$ cat config.mk
export PLATFORM = sky130hd
export DESIGN_NAME = radio_frontend_top
export DESIGN_NICKNAME = d
export VERILOG_FILES = /design/src/hdl/radio_pkg.sv /design/src/hdl/radio_settings_ctrl.sv /design/src/hdl/atr_gpio.sv /design/src/hdl/fe_iq_corrector.sv /design/src/hdl/radio_frontend_top.sv
export SDC_FILE = /design/constraint.sdc
export NUM_CORES = 1
export LEC_CHECK = 0
export BUFFER_PORTS_ARGS = -buffer_cell sky130_fd_sc_hd__buf_2
export CELL_PAD_IN_SITES_DETAIL_PLACEMENT = 1
export CELL_PAD_IN_SITES_GLOBAL_PLACEMENT = 2
export CORE_MARGIN = 10
export CORE_UTILIZATION = 37
export DETAILED_ROUTE_END_ITERATION = 12
export GPL_ROUTABILITY_DRIVEN = 0
export PLACE_DENSITY = 0.84
export REMOVE_ABC_BUFFERS = 1
export SLEW_MARGIN = 20
export SYNTH_ARGS = -nofsm -noshare
export SYNTH_HDL_FRONTEND = slang
export SYNTH_SLANG_ARGS = --single-unit
export TNS_END_PERCENT = 30
$ cat constraint.sdc
create_clock -name radio_clk -period 7.9 [get_ports radio_clk]
set_input_delay 0.395 -clock radio_clk [delete_from_list [all_inputs] [get_ports radio_clk]]
set_output_delay 0.395 -clock radio_clk [all_outputs]
set_load 0.1 [all_outputs]
$ cat src/hdl/radio_pkg.sv
// Types, settings addresses and readback addresses for one radio slot.
// Imported by every module of the slot.
package radio_pkg;

   localparam int SAMPLE_W = 32;                  // converter word
   localparam int IQ_W     = SAMPLE_W / 2;        // one I or Q half

   localparam logic signed [IQ_W-1:0] IQ_MIN = {1'b1, {(IQ_W-1){1'b0}}};
   localparam logic signed [IQ_W-1:0] IQ_MAX = {1'b0, {(IQ_W-1){1'b1}}};

   typedef struct packed {
      logic signed [IQ_W-1:0] i;                  // upper half
      logic signed [IQ_W-1:0] q;                  // lower half
   } iq_t;

   // converter port sees raw, corrector sees iq
   typedef union packed {
      logic [SAMPLE_W-1:0] raw;
      iq_t                 iq;
   } sample_t;

   typedef struct packed {
      logic        stb;
      logic [7:0]  addr;
      logic [31:0] data;
   } set_bus_t;

   typedef struct packed {
      logic swap_iq;                              // data bit 2
      logic invert_i;                             // data bit 1
      logic invert_q;                             // data bit 0
   } fe_ctrl_t;

   typedef struct packed {
      logic [31:0] idle;
      logic [31:0] rx;
      logic [31:0] tx;
      logic [31:0] fdx;
      logic [31:0] ddr;                           // 1 = output
   } atr_cfg_t;

   // --------------------------------------------------
   // settings bus map
   // --------------------------------------------------
   localparam logic [7:0] SR_DB_BASE        = 8'd160;
   localparam logic [7:0] SR_GPIO_IDLE      = SR_DB_BASE + 8'd0;
   localparam logic [7:0] SR_GPIO_RX        = SR_DB_BASE + 8'd1;
   localparam logic [7:0] SR_GPIO_TX        = SR_DB_BASE + 8'd2;
   localparam logic [7:0] SR_GPIO_FDX       = SR_DB_BASE + 8'd3;
   localparam logic [7:0] SR_GPIO_DDR       = SR_DB_BASE + 8'd4;
   localparam logic [7:0] SR_MISC_OUT       = SR_DB_BASE + 8'd5;
   localparam logic [7:0] SR_TX_FE_BASE     = 8'd208;
   localparam logic [7:0] SR_RX_FE_BASE     = 8'd224;
   localparam logic [7:0] SR_FE_CHAN_OFFSET = 8'd16;   // stride between channels

   // --------------------------------------------------
   // readback map
   // --------------------------------------------------
   localparam logic [7:0] RB_DB_BASE  = 8'd16;
   localparam logic [7:0] RB_GPIO_IN  = RB_DB_BASE + 8'd0;
   localparam logic [7:0] RB_MISC_IN  = RB_DB_BASE + 8'd1;
   localparam logic [7:0] RB_MISC_OUT = RB_DB_BASE + 8'd2;

endpackage

$ cat src/hdl/radio_settings_ctrl.sv
// Settings bus decoder for the slot. Holds every configuration register
// and answers readback requests one cycle after the request strobe.
module radio_settings_ctrl
   import radio_pkg::*;
#(
   parameter int NUM_RX_CHANNELS = 2,
   parameter int NUM_TX_CHANNELS = 1
)(
   input  logic                              radio_clk,
   input  logic                              i_reset,
   input  set_bus_t                          i_set,
   input  logic                              i_rb_stb,
   input  logic [7:0]                        i_rb_addr,
   input  logic [31:0]                       i_gpio_sampled,
   input  logic [31:0]                       i_misc_sampled,
   output atr_cfg_t                          o_atr_cfg,
   output fe_ctrl_t [NUM_RX_CHANNELS-1:0]    o_rx_fe,
   output fe_ctrl_t [NUM_TX_CHANNELS-1:0]    o_tx_fe,
   output logic [31:0]                       o_misc_word,
   output logic                              o_rb_valid,
   output logic [31:0]                       o_rb_data
);

   // address of one channel's front-end register
   function automatic logic [7:0] fe_addr(input logic [7:0] base, input int chan);
      logic [7:0] offset;
      offset = 8'(chan) * SR_FE_CHAN_OFFSET;
      return base + offset;
   endfunction

   // --------------------------------------------------
   // configuration registers
   // --------------------------------------------------
   always_ff @(posedge radio_clk)
   begin
      if (i_reset)
      begin
         o_atr_cfg   <= '0;                       // all gpio as inputs
         o_rx_fe     <= '0;
         o_tx_fe     <= '0;
         o_misc_word <= '0;
      end
      else if (i_set.stb)
      begin
         case (i_set.addr)
            SR_GPIO_IDLE: o_atr_cfg.idle <= i_set.data;
            SR_GPIO_RX:   o_atr_cfg.rx   <= i_set.data;
            SR_GPIO_TX:   o_atr_cfg.tx   <= i_set.data;
            SR_GPIO_FDX:  o_atr_cfg.fdx  <= i_set.data;
            SR_GPIO_DDR:  o_atr_cfg.ddr  <= i_set.data;
            SR_MISC_OUT:  o_misc_word    <= i_set.data;
            default:      ;                       // front-end regs below
         endcase

         for (int n = 0; n < NUM_RX_CHANNELS; n++)
         begin
            if (i_set.addr == fe_addr(SR_RX_FE_BASE, n))
               o_rx_fe[n] <= fe_ctrl_t'(i_set.data[2:0]);
         end

         for (int n = 0; n < NUM_TX_CHANNELS; n++)
         begin
            if (i_set.addr == fe_addr(SR_TX_FE_BASE, n))
               o_tx_fe[n] <= fe_ctrl_t'(i_set.data[2:0]);
         end
      end
   end

   // --------------------------------------------------
   // readback
   // --------------------------------------------------
   always_ff @(posedge radio_clk)
   begin
      if (i_reset)
         o_rb_valid <= 1'b0;
      else
         o_rb_valid <= i_rb_stb;                  // one cycle after the request
   end

   always_ff @(posedge radio_clk)
   begin
      if (i_rb_stb)
      begin
         case (i_rb_addr)
            RB_GPIO_IN:  o_rb_data <= i_gpio_sampled;
            RB_MISC_IN:  o_rb_data <= i_misc_sampled;
            RB_MISC_OUT: o_rb_data <= o_misc_word;
            default:     o_rb_data <= '0;         // unmapped reads zero
         endcase
      end
   end

endmodule

$ cat src/hdl/atr_gpio.sv
// Daughterboard GPIO driven by transmit/receive run state, plus the LEDs.
// Also samples the GPIO inputs for readback.
module atr_gpio
   import radio_pkg::*;
(
   input  logic        radio_clk,
   input  logic        i_reset,
   input  atr_cfg_t    i_cfg,
   input  logic        i_run_rx,
   input  logic        i_run_tx,
   input  logic [31:0] i_gpio_in,
   output logic [31:0] o_gpio_out,
   output logic [31:0] o_gpio_ddr,
   output logic [2:0]  o_led,
   output logic [31:0] o_gpio_sampled
);

   logic [31:0] atr_word;

   // pick the output word for the current run state
   always_comb
   begin
      case ({i_run_tx, i_run_rx})
         2'b00:   atr_word = i_cfg.idle;
         2'b01:   atr_word = i_cfg.rx;
         2'b10:   atr_word = i_cfg.tx;
         default: atr_word = i_cfg.fdx;           // full duplex
      endcase
   end

   // --------------------------------------------------
   // output registers
   // --------------------------------------------------
   always_ff @(posedge radio_clk)
   begin
      if (i_reset)
      begin
         o_gpio_out <= '0;
         o_gpio_ddr <= '0;
         o_led      <= '0;
      end
      else
      begin
         o_gpio_out <= atr_word;
         o_gpio_ddr <= i_cfg.ddr;
         // {rx antenna, txrx tx, txrx rx}
         o_led      <= {i_run_rx & ~i_run_tx, i_run_tx, i_run_rx};
      end
   end

   always_ff @(posedge radio_clk)
   begin
      o_gpio_sampled <= i_gpio_in;                // single sample stage
   end

endmodule

$ cat src/hdl/fe_iq_corrector.sv
// Front-end correction per channel: optional I/Q swap, then optional
// saturating negation of each half. One register stage, one sample per cycle.
module fe_iq_corrector
   import radio_pkg::*;
#(
   parameter int NUM_CHANNELS = 1
)(
   input  logic                           radio_clk,
   input  logic                           i_reset,
   input  fe_ctrl_t [NUM_CHANNELS-1:0]    i_ctrl,
   input  logic [NUM_CHANNELS-1:0]        i_stb,
   input  sample_t [NUM_CHANNELS-1:0]     i_data,
   output logic [NUM_CHANNELS-1:0]        o_stb,
   output sample_t [NUM_CHANNELS-1:0]     o_data
);

   // -full scale has no positive twin so it clips
   function automatic logic signed [IQ_W-1:0] sat_negate(input logic signed [IQ_W-1:0] x);
      if (x == IQ_MIN)
         return IQ_MAX;
      else
         return -x;
   endfunction

   iq_t [NUM_CHANNELS-1:0] swapped;
   iq_t [NUM_CHANNELS-1:0] corrected;

   for (genvar n = 0; n < NUM_CHANNELS; n++)
   begin : g_chan
      assign swapped[n] = i_ctrl[n].swap_iq ? {i_data[n].iq.q, i_data[n].iq.i}
                                            : i_data[n].iq;
      assign corrected[n].i = i_ctrl[n].invert_i ? sat_negate(swapped[n].i)
                                                 : swapped[n].i;
      assign corrected[n].q = i_ctrl[n].invert_q ? sat_negate(swapped[n].q)
                                                 : swapped[n].q;
   end

   // --------------------------------------------------
   // pipeline register
   // --------------------------------------------------
   always_ff @(posedge radio_clk)
   begin
      if (i_reset)
         o_stb <= '0;
      else
         o_stb <= i_stb;
   end

   always_ff @(posedge radio_clk)
   begin
      for (int n = 0; n < NUM_CHANNELS; n++)
      begin
         o_data[n].iq <= corrected[n];            // valid while o_stb is high
      end
   end

endmodule

$ cat src/hdl/radio_frontend_top.sv
// One radio slot: settings decode, ATR GPIO and front-end correction.
// Channel counts are set here and passed down.
module radio_frontend_top
   import radio_pkg::*;
#(
   parameter int NUM_RX_CHANNELS = 2,
   parameter int NUM_TX_CHANNELS = 1
)(
   input  logic                              radio_clk,
   input  logic                              i_reset,
   input  set_bus_t                          i_set,
   input  logic                              i_rb_stb,
   input  logic [7:0]                        i_rb_addr,
   input  logic                              i_run_rx,
   input  logic                              i_run_tx,
   input  logic                              i_rx_stb,
   input  sample_t                           i_rx_data,
   input  logic                              i_tx_stb,
   input  sample_t [NUM_TX_CHANNELS-1:0]     i_tx_data,
   input  logic [31:0]                       i_db_gpio_in,
   input  logic [31:0]                       i_misc_in,
   output logic                              o_rb_valid,
   output logic [31:0]                       o_rb_data,
   output logic [NUM_RX_CHANNELS-1:0]        o_rx_stb,
   output sample_t [NUM_RX_CHANNELS-1:0]     o_rx_data,
   output logic [NUM_TX_CHANNELS-1:0]        o_tx_stb,
   output sample_t [NUM_TX_CHANNELS-1:0]     o_tx_data,
   output logic [31:0]                       o_db_gpio_out,
   output logic [31:0]                       o_db_gpio_ddr,
   output logic [2:0]                        o_radio_led,
   output logic [31:0]                       o_misc_out
);

   atr_cfg_t                       atr_cfg;
   fe_ctrl_t [NUM_RX_CHANNELS-1:0] rx_fe;
   fe_ctrl_t [NUM_TX_CHANNELS-1:0] tx_fe;
   logic [31:0]                    misc_word;
   logic [31:0]                    gpio_sampled;
   logic [31:0]                    misc_in_r;

   radio_settings_ctrl #(
      .NUM_RX_CHANNELS(NUM_RX_CHANNELS),
      .NUM_TX_CHANNELS(NUM_TX_CHANNELS)
   ) radio_settings_ctrl_inst (
      .radio_clk      (radio_clk),
      .i_reset        (i_reset),
      .i_set          (i_set),
      .i_rb_stb       (i_rb_stb),
      .i_rb_addr      (i_rb_addr),
      .i_gpio_sampled (gpio_sampled),
      .i_misc_sampled (misc_in_r),
      .o_atr_cfg      (atr_cfg),
      .o_rx_fe        (rx_fe),
      .o_tx_fe        (tx_fe),
      .o_misc_word    (misc_word),
      .o_rb_valid     (o_rb_valid),
      .o_rb_data      (o_rb_data)
   );

   atr_gpio atr_gpio_inst (
      .radio_clk      (radio_clk),
      .i_reset        (i_reset),
      .i_cfg          (atr_cfg),
      .i_run_rx       (i_run_rx),
      .i_run_tx       (i_run_tx),
      .i_gpio_in      (i_db_gpio_in),
      .o_gpio_out     (o_db_gpio_out),
      .o_gpio_ddr     (o_db_gpio_ddr),
      .o_led          (o_radio_led),
      .o_gpio_sampled (gpio_sampled)
   );

   // --------------------------------------------------
   // front-end correction
   // --------------------------------------------------
   fe_iq_corrector #(
      .NUM_CHANNELS(NUM_RX_CHANNELS)
   ) rx_corrector_inst (
      .radio_clk (radio_clk),
      .i_reset   (i_reset),
      .i_ctrl    (rx_fe),
      .i_stb     ({NUM_RX_CHANNELS{i_rx_stb}}),
      .i_data    ({NUM_RX_CHANNELS{i_rx_data.raw}}),   // same adc word on every channel
      .o_stb     (o_rx_stb),
      .o_data    (o_rx_data)
   );

   fe_iq_corrector #(
      .NUM_CHANNELS(NUM_TX_CHANNELS)
   ) tx_corrector_inst (
      .radio_clk (radio_clk),
      .i_reset   (i_reset),
      .i_ctrl    (tx_fe),
      .i_stb     ({NUM_TX_CHANNELS{i_tx_stb}}),
      .i_data    (i_tx_data),
      .o_stb     (o_tx_stb),
      .o_data    (o_tx_data)
   );

   // --------------------------------------------------
   // misc i/o registers
   // --------------------------------------------------
   always_ff @(posedge radio_clk)
   begin
      if (i_reset)
         o_misc_out <= '0;
      else
         o_misc_out <= misc_word;                 // second stage after the write
   end

   always_ff @(posedge radio_clk)
   begin
      misc_in_r <= i_misc_in;
   end

endmodule

**Word-level counts from Yosys, hierarchy flattened**

Index checks and enable logic that the tools add are counted.

- Add/sub/neg operators: 6
- $mul: 0
- Divide/modulo/power cells: 0
- Magnitude comparators: 0
- Equality and inequality tests: 20
- Shift operators: 0
- Multiplexer cells: 17
- Bitwise logic cells: 2
- Reduce and logical (&&, ||, !) cells: 10

Operators with widths:

| operator | count |
|---|---|
| 16-bit 2-to-1 mux | 12 |
| 32-bit one-hot mux with 3 select lines | 2 |
| 16-bit equality test, second input constant | 6 |
| 32-bit 2-to-1 mux | 3 |
| 16-bit negation | 6 |
| 8-bit equality test, second input constant | 9 |
| 8-bit by 5-bit equality test with 1-bit output, second input constant | 3 |
| 2-bit AND reduction | 9 |
| 2-bit by 1-bit equality test with 1-bit output, second input constant | 1 |
| 2-bit equality test, second input constant | 1 |
| 2-bit logical NOT | 1 |
| 1-bit AND | 1 |
| 1-bit inverter | 1 |

- Register bits: 495
- Latch bits: 0
- Memory bits (writable): 0
- ROM bits: 0
- Output and inout bits: 231
- Word-level logic and storage cells: 83
- Memories kept: 0

**Logic depth before layout (Yosys ltp)**

Gate-level depths: netlist of the first run.

- Depth in word-level cells: 4
- Mapped depth: 12
- Gate-level depth less buffers: 7

**Hierarchy**

A second synthesis of the first run with hierarchy kept.

- Cell total of the unflattened synthesis: 2050
- Area, all modules: 21349.2 sq um

By module, submodules not included:

| module | times used | cells an instance | area an instance (sq um) | seq. area each (sq um) |
|---|---|---|---|---|
| radio_settings_ctrl | 1 | 883 | 9813.2 | 5004.8 |
| fe_iq_corrector at rx_corrector_inst | 1 | 556 | 4579.4 | 1321.3 |
| atr_gpio | 1 | 250 | 3190.6 | 1981.9 |
| fe_iq_corrector at tx_corrector_inst | 1 | 262 | 2262.2 | 660.6 |
| radio_frontend_top | 1 | 99 | 1503.9 | 1281.2 |

**Worst setup path before layout of the first run**

OpenSTA, ideal clock, no wires.

- Path kind: register to register
- Start: register radio_settings_ctrl_inst.o_tx_fe[2] (netlist bit)
- End: register tx_corrector_inst.o_data[29] (netlist bit)
- Library setup time: 0.058 ns
- Data arrival time: 2.796 ns
- Path slack: 5.046 ns
- Cell stages (with the launch flop): 12
- Buffers on the path: 5
- Cells stage by stage: dfxtp_1 -> buf_2 -> buf_2 -> buf_2 -> buf_1 -> mux2i_1 -> ha_1 -> nor4b_1 -> a22oi_1 -> or4b_4 -> buf_2 -> nand2_1

RTL lines:

| item | RTL line | source |
|---|---|---|
| start, declared | radio_settings_ctrl.sv:18 | `output fe_ctrl_t [NUM_TX_CHANNELS-1:0] o_tx_fe,` |
| start signal, assigned by index | radio_settings_ctrl.sv:64 | `o_tx_fe[n] <= fe_ctrl_t'(i_set.data[2:0]);` |
| end, declared | fe_iq_corrector.sv:14 | `output sample_t [NUM_CHANNELS-1:0] o_data` |

==> results.cfg, run 1 <==
[run_status]
status = completed

[synth]
synth_fa_ha_area_share_pct = 0.365
synthSimpleGateAreaFrac_pct = 18.9
synth_cells = 2116
muxShareOfSynthArea_pct = 15.7
synth-compound-area-share_pct = 9.06
yosys_register_bits = 495
netlist-cell-type-count = 75
synth.cell_area_um2 = 20600
synth-edff-count = 32
async_flop_share_pct = 0
yosys_most_used_dff = dfxtp_1
synth_top_family_by_area = simple AND/OR/NAND/NOR gates
ys_seq_area_share_pct = 49.7
yosys_warnings = 0
syn-mean-instance-area_um2 = 9.72
synthXorXnorAreaFrac_pct = 1.96

[critical_path]
max_stage_delay_ns = 0.69
required_ns = 8.41
critPathCaptureType = register
worst_setup_path_start_kind = register
crit_arrival_ns = 3.75
critPathKind = register to register
crit_path_cell_trace = buf_4, mux2i_1, ha_1, o221ai_1, nor3_1, nand2_1, o21ai_1
r2r_cells = 7
worstPathMaxFanout = 53
cp_slowest_cell = dfxtp_2

[clock_network]
htreeDepth = 2
cts_tree = yes
clock-root-buffer = clkbuf_16
clock_path_buffers = 3
clock_latency_ns = 0.61
ctsResizeCount = 0
path_clk_slew_ns = 0.06
cts_buffers = 56
clkSinkCount = 495

[final_layout]
num-nets-final = 2695
final_area_um2 = 25300
area_delta_synth_final_pct = 23.2
drive_gt1_share_pct = 23.4
fill_cells = 6275

[pwr]
switchingPower_mw = 1.54
swShare_pct = 27.1
combPwrFrac_pct = 10.7
seq_power_share_pct = 45.5
powerDensity_nw_per_um2 = 225
peakVddDrop_mv = 0.202
clockPowerShare_pct = 43.8
power.leakage_nw = 9.94
internal_power_mw = 4.16

[floorplanning]
core_um2 = 55100
start_util_pct = 37.3
dieArea_um2 = 65400
rows = 86
die_h_um = 256
die_w_um = 256
io_pins = 415

[global_route]
grt_pass1_wl_um = 109000
grt_remaining_overflow = 0
grt_pass1_vias = 18481
grt_max_degree = 114
grt_antenna_before_repair = 4
grt_use_total_pct = 20.8

[timing]
setup_violations = 0
max_freq_ghz = 0.309
finClkSkew_ns = 0.0291
rsz0062_at_grt = false
maxSlewHeadroom_pct = 28.0
maxSlewViolCount = 0
min_period_ns = 3.24
hold_viol_final = 0
tightest_slew_ns = 1.08
period_share_pct = 41.0
tns_ns = 0

[detailed_routing]
ant_nets = 0
vias = 17098
drt-vias-per-instance = 5.18
first_pass_iters = 5
drtIter0Drc = 762
drc = 0
wire_per_inst_um = 21.4
totalWireLength_um = 70500

[hold_path]
holdPathStages = 3
hold_path.class = input port to register

[job]
drv_cap = 0

[place]
place_area_um2 = 22900
portBuffers = 414
dp_hpwl_um = 47500
layer usage:
metal	global-route usage, %	routed length (um)	up-vias
li1	-	-	8071
met1	24.7	29600	8478
met2	37.0	35400	433
met3	4.81	3870	110
met4	5.75	1660	6
met5	0	38	-
registers in the layout (all words and copies together) (netlist names), 6 cells and up:
name,cells
tx_corrector_inst.o_data,32
radio_settings_ctrl_inst.o_rx_fe,6
radio_settings_ctrl_inst.o_atr_cfg,160
atr_gpio_inst.o_gpio_out,32
atr_gpio_inst.o_gpio_ddr,32
radio_settings_ctrl_inst.o_misc_word,32
radio_settings_ctrl_inst.o_rb_data,32
rx_corrector_inst.o_data,64
atr_gpio_inst.o_gpio_sampled,32
o_misc_out,32
misc_in_r,32
area by class of cell:
cell class                      count  area [um2]  share of cell area [%]
Multi-Input combinational cell   1446        9510                    37.5
Clock buffer                       87        1610                    6.35
Antenna cell                        2        5.00                  0.0197
Sequential cell                   495       10200                    40.4
Timing Repair Buffer              496        2860                    11.3
Tap cell                          748         936                    3.69
Inverter                           10        37.5                   0.148
Clock inverter                     18         154                   0.607
power by group through the flow:
stage | registers (mW) | logic (mW) | clock network (mW)
after global placement | 2.65 | 0.575 | 0
after detailed placement | 2.65 | 0.584 | 0
after CTS | 2.59 | 0.610 | 2.57
after floorplan | 2.88 | 0.116 | 0
final | 2.59 | 0.610 | 2.50
after global routing | 2.59 | 0.646 | 2.67
final timing paths:
| path | from | endpoint | slack, ns |
|---|---|---|---|
| setup / recovery | radio_settings_ctrl_inst.o_rx_fe[2]$_SDFFE_PP0P_ | rx_corrector_inst.o_data[23]$_DFF_P_ | 4.66 |
| hold / removal | i_set[26] | radio_settings_ctrl_inst.o_atr_cfg[26]$_SDFFE_PP0P_ | 0.08 |
| setup reg to reg | radio_settings_ctrl_inst.o_rx_fe[2]$_SDFFE_PP0P_ | rx_corrector_inst.o_data[23]$_DFF_P_ | 4.66 |
| hold reg to reg | radio_settings_ctrl_inst.o_atr_cfg[2]$_SDFFE_PP0P_ | radio_settings_ctrl_inst.o_atr_cfg[2]$_SDFFE_PP0P_ | 0.45 |
kinds of logic after synthesis:
logic type / after synthesis
XOR/XNOR: 46
AO/OA/AOI/OAI: 310
multiplexers: 281
AND/OR/NAND/NOR: 803
flip-flops: 495
buffers and inverters: 175
adder cells (fa/ha/maj): 6
placed cells by master (no fill, tap or decap), types with 56 or more instances in the layout:
cell | Yosys | layout
clkbuf_16 | 0 | 57
nand2_1 | 289 | 289
dfxtp_1 | 463 | 460
dlygate4sd3_1 | 0 | 66
buf_2 | 56 | 413
nor2b_1 | 110 | 109
a21oi_1 | 166 | 166
nor2_1 | 212 | 212
mux2i_1 | 229 | 229
nor3_1 | 56 | 56
synth_stat cells, types with 5 or more instances:
cell	n	share of area [%]
or4_1	7	0.26
o41ai_2	5	0.40
buf_6	8	0.44
nor3b_1	12	0.44
mux2_2	18	0.99
nor4_2	5	0.30
buf_4	8	0.29
o21ai_0	34	0.83
buf_1	7	0.13
o31ai_1	10	0.36
buf_2	56	1.4
nor4b_1	8	0.34
nand2_1	289	5.3
a21o_1	8	0.29
a211oi_1	8	0.29
and2_1	5	0.15
dfxtp_1	463	45
inv_1	9	0.16
clkbuf_1	83	1.5
ha_1	6	0.36
mux2i_1	229	11
nand3_1	17	0.41
nand2b_1	21	0.64
o22ai_1	5	0.15
edfxtp_1	32	4.7
nor3_1	56	1.4
mux4_2	32	3.5
o21ai_1	17	0.41
nor4_1	14	0.43
or3_1	11	0.33
a21oi_1	166	4.0
nor2_1	212	3.9
xnor2_1	43	1.8
a22oi_1	5	0.18
o211ai_1	13	0.47
nor2b_1	110	3.3
o221ai_1	5	0.21
through the flow:
stage	power [mW]	util [%]	cells	setup slack, ns	hold slack, ns
global placement	3.22	41.6	3129	4.93	0.437
CTS	5.77	46.0	3300	4.75	0.0447
floorplan	3.00	-	1951	3.04	0.423
detailed placement	3.23	41.6	3129	4.78	0.442
finish	5.70	46.0	3302	4.66	0.0821
global route	5.91	46.0	3300	4.43	0.0709
worst max-delay path, delay by kind of cell, from the launching register on:
kind | cells | cell delay, ns
AOI/OAI and AO/OA | 2 | 0.48
adders and majority gates | 1 | 0.23
buffers and inverters | 1 | 0.62
DFF | 1 | 0.69
muxes | 1 | 0.33
and+or+nand+nor | 2 | 0.78
repair_timing:
item / CTS / global route
buffers inserted: 0 / 0
hold buffers: 66 / 0
hold endpoints to repair: 66 / 0
(Power assumes the default switching activity.)
==> run 2, diff against run 1 <==
CORE_UTILIZATION = 31   (was 37)
PLACE_DENSITY = 0.75   (was 0.84)
clock period = 2.9 ns   (was 7.9 ns; I/O delays follow)
==> run 2 against run 1 <==
  * Die area grew 18%
  * Final area grew 4.7%
  * Routed wire length grew 5.7%
  * Critical path type unchanged
  * Largest power group is now the clock network
==> results.cfg, run 2 (synthesis gave the netlist of run 1 again) <==
[final_layout]
multiInputGateArea_um2 = 9520
register_area_um2 = 10200
largest_register_ffs = 160
final_cells = 3510
num-nets-final = 2788
final_common_cell = dfxtp_1
fill_cells = 7480
largest_register = radio_settings_ctrl_inst.o_atr_cfg
layout_common_cells = 460 x dfxtp_1, 413 x buf_2, 289 x nand2_1, 229 x mux2i_1, 212 x nor2_1
drive_gt1_share_pct = 23.7
reg_top3 = radio_settings_ctrl_inst.o_atr_cfg (160), rx_corrector_inst.o_data (64)
area_delta_synth_final_pct = 29.1

[global_route]
grt_max_degree = 100
grt_pass1_vias = 19052
grt_pass1_wl_um = 114000
grt_remaining_overflow = 0
grt_antenna_before_repair = 2
grt_use_total_pct = 18.6

[critical_path]
worstPathMaxFanout = 24
critPathKind = register to register
required_ns = 3.40
r2r_cells = 8
crit_path_cell_trace = buf_4, mux2i_1, ha_1, nand4b_1, a21oi_4, a31o_2, a21oi_1, dlygate4sd3_1
worst_setup_path_start_kind = register
cp-startpoint = radio_settings_ctrl_inst.o_tx_fe[2]$_SDFFE_PP0P_
crit_arrival_ns = 3.22
ff2ff_setup_slack_ns = 0.17
max_stage_delay_ns = 0.55
r2r_start = radio_settings_ctrl_inst.o_tx_fe[2]$_SDFFE_PP0P_
r2r-end = tx_corrector_inst.o_data[12]$_DFF_P_
cp_slowest_cell = dlygate4sd3_1
critPathCaptureType = register

[timing]
maxSlewHeadroom_pct = 29.8
min_period_ns = 2.73
tns_ns = 0
hold_viol_final = 0
rsz0062_at_grt = false
max_freq_ghz = 0.367
fin_hold_ws_ns = 0.0364
period_share_pct = 94.0
setup_violations = 0
maxSlewViolCount = 0
finClkSkew_ns = 0.0272
tightest_slew_ns = 1.05

[job]
drv_cap = 0

[floorplanning]
start_util_pct = 31.3
core_um2 = 65700
die_h_um = 278
rows = 94
dieArea_um2 = 77100
io_pins = 415
die_w_um = 278

[pwr]
peakVddDrop_mv = 0.471
powerDensity_nw_per_um2 = 599
power.leakage_nw = 10.4

[clock_network]
clock_latency_ns = 0.62
cts_buffers = 56
clkSinkCount = 495
cts_tree = yes
htreeDepth = 2
clock_path_buffers = 3
path_clk_slew_ns = 0.06
clock-root-buffer = clkbuf_16
post_cts_buffers = 0

[run_status]
status = completed

[place]
dpl.cell_count = 3273
dp_hpwl_um = 51200
portBuffers = 414

[hold_path]
holdPathStages = 4
hold_path.class = input port to register
holdPathEnd = tx_corrector_inst.o_data[10]$_DFF_P_
min_from = i_tx_data[26]

[detailed_routing]
totalWireLength_um = 74600
drc = 0
drt-vias-per-instance = 4.96
drtIter0Drc = 828
wire_per_inst_um = 21.2
vias = 17395
first_pass_iters = 4
ant_nets = 0
run 2: changes by cell type in the layout (fill, tap and decap cells not counted), sizes merged:
cell / change
diode: -1
inv: -2
clkbuf: +3
buf: +28
clkinvlp: -1
dlygate4sd3: +65
run 2: area by class of cell:
class / instances / area share [%]
repair buffers: 589 / 14.4
inverters: 10 / 0.141
diodes: 1 / 0.00943
clock buffers: 90 / 6.41
flip-flops and latches: 495 / 38.5
multi-input cells: 1446 / 35.8
clock inverters: 15 / 0.580
well taps: 864 / 4.07
run 2: metal layers:
layer / GRT usage, % / part of all wire, % / vias to the layer above
li1: - / - / 8264
met1: 22.1 / 42 / 8569
met2: 32.8 / 50 / 434
met3: 4.25 / 5.4 / 126
met4: 5.66 / 2.5 / 2
met5: 0 / 0.017 / -
run 2: worst max-delay path: cells and delay by family, from the launching register on:
kind	cells	cell delay, ns
adder cells (fa/ha/maj)	1	0.26
buffers and inverters	2	0.84
AND/OR/NAND/NOR	1	0.23
flip-flops	1	0.37
AO/OA/AOI/OAI	3	0.60
multiplexers	1	0.31
run 2: report_power, final:
part	switching (mW)	internal (mW)	total, mW
combinational	1.30	0.473	1.77
clock	2.96	4.11	7.07
sequential	0.0477	7.01	7.06
run 2: repair_timing:
item,CTS,global route
endpoints found under the setup margin,0,1
hold buffers,131,0
resized for setup,0,1
endpoints found under the hold margin,298,0
run 2: through the flow:
step / setup slack, ns / utilization (%) / cell area (um2) / power [mW]
2_1_floorplan: -1.71 / - / 19700 / 8.17
4_1_cts: 0.135 / 40.4 / 26500 / 16.1
3_5_place_dp: 0.362 / 35.5 / 23400 / 8.84
3_3_place_gp: 0.498 / 35.5 / 23400 / 8.82
5_1_grt: 0.0105 / 40.4 / 26500 / 16.5
6_report: 0.173 / 40.4 / 26500 / 15.9
run 2: worst max-delay path by stage:
stage	endpoint	slack (ns)	cells past startpoint
2_1_floorplan	radio_settings_ctrl_inst.o_atr_cfg[128]$_SDFFE_PP0P_	-1.71	5
3_3_place_gp	tx_corrector_inst.o_data[11]$_DFF_P_	0.50	7
3_5_place_dp	tx_corrector_inst.o_data[9]$_DFF_P_	0.36	7
4_1_cts	tx_corrector_inst.o_data[12]$_DFF_P_	0.13	8
5_1_grt	tx_corrector_inst.o_data[12]$_DFF_P_	0.01	8
6_report	tx_corrector_inst.o_data[12]$_DFF_P_	0.17	8
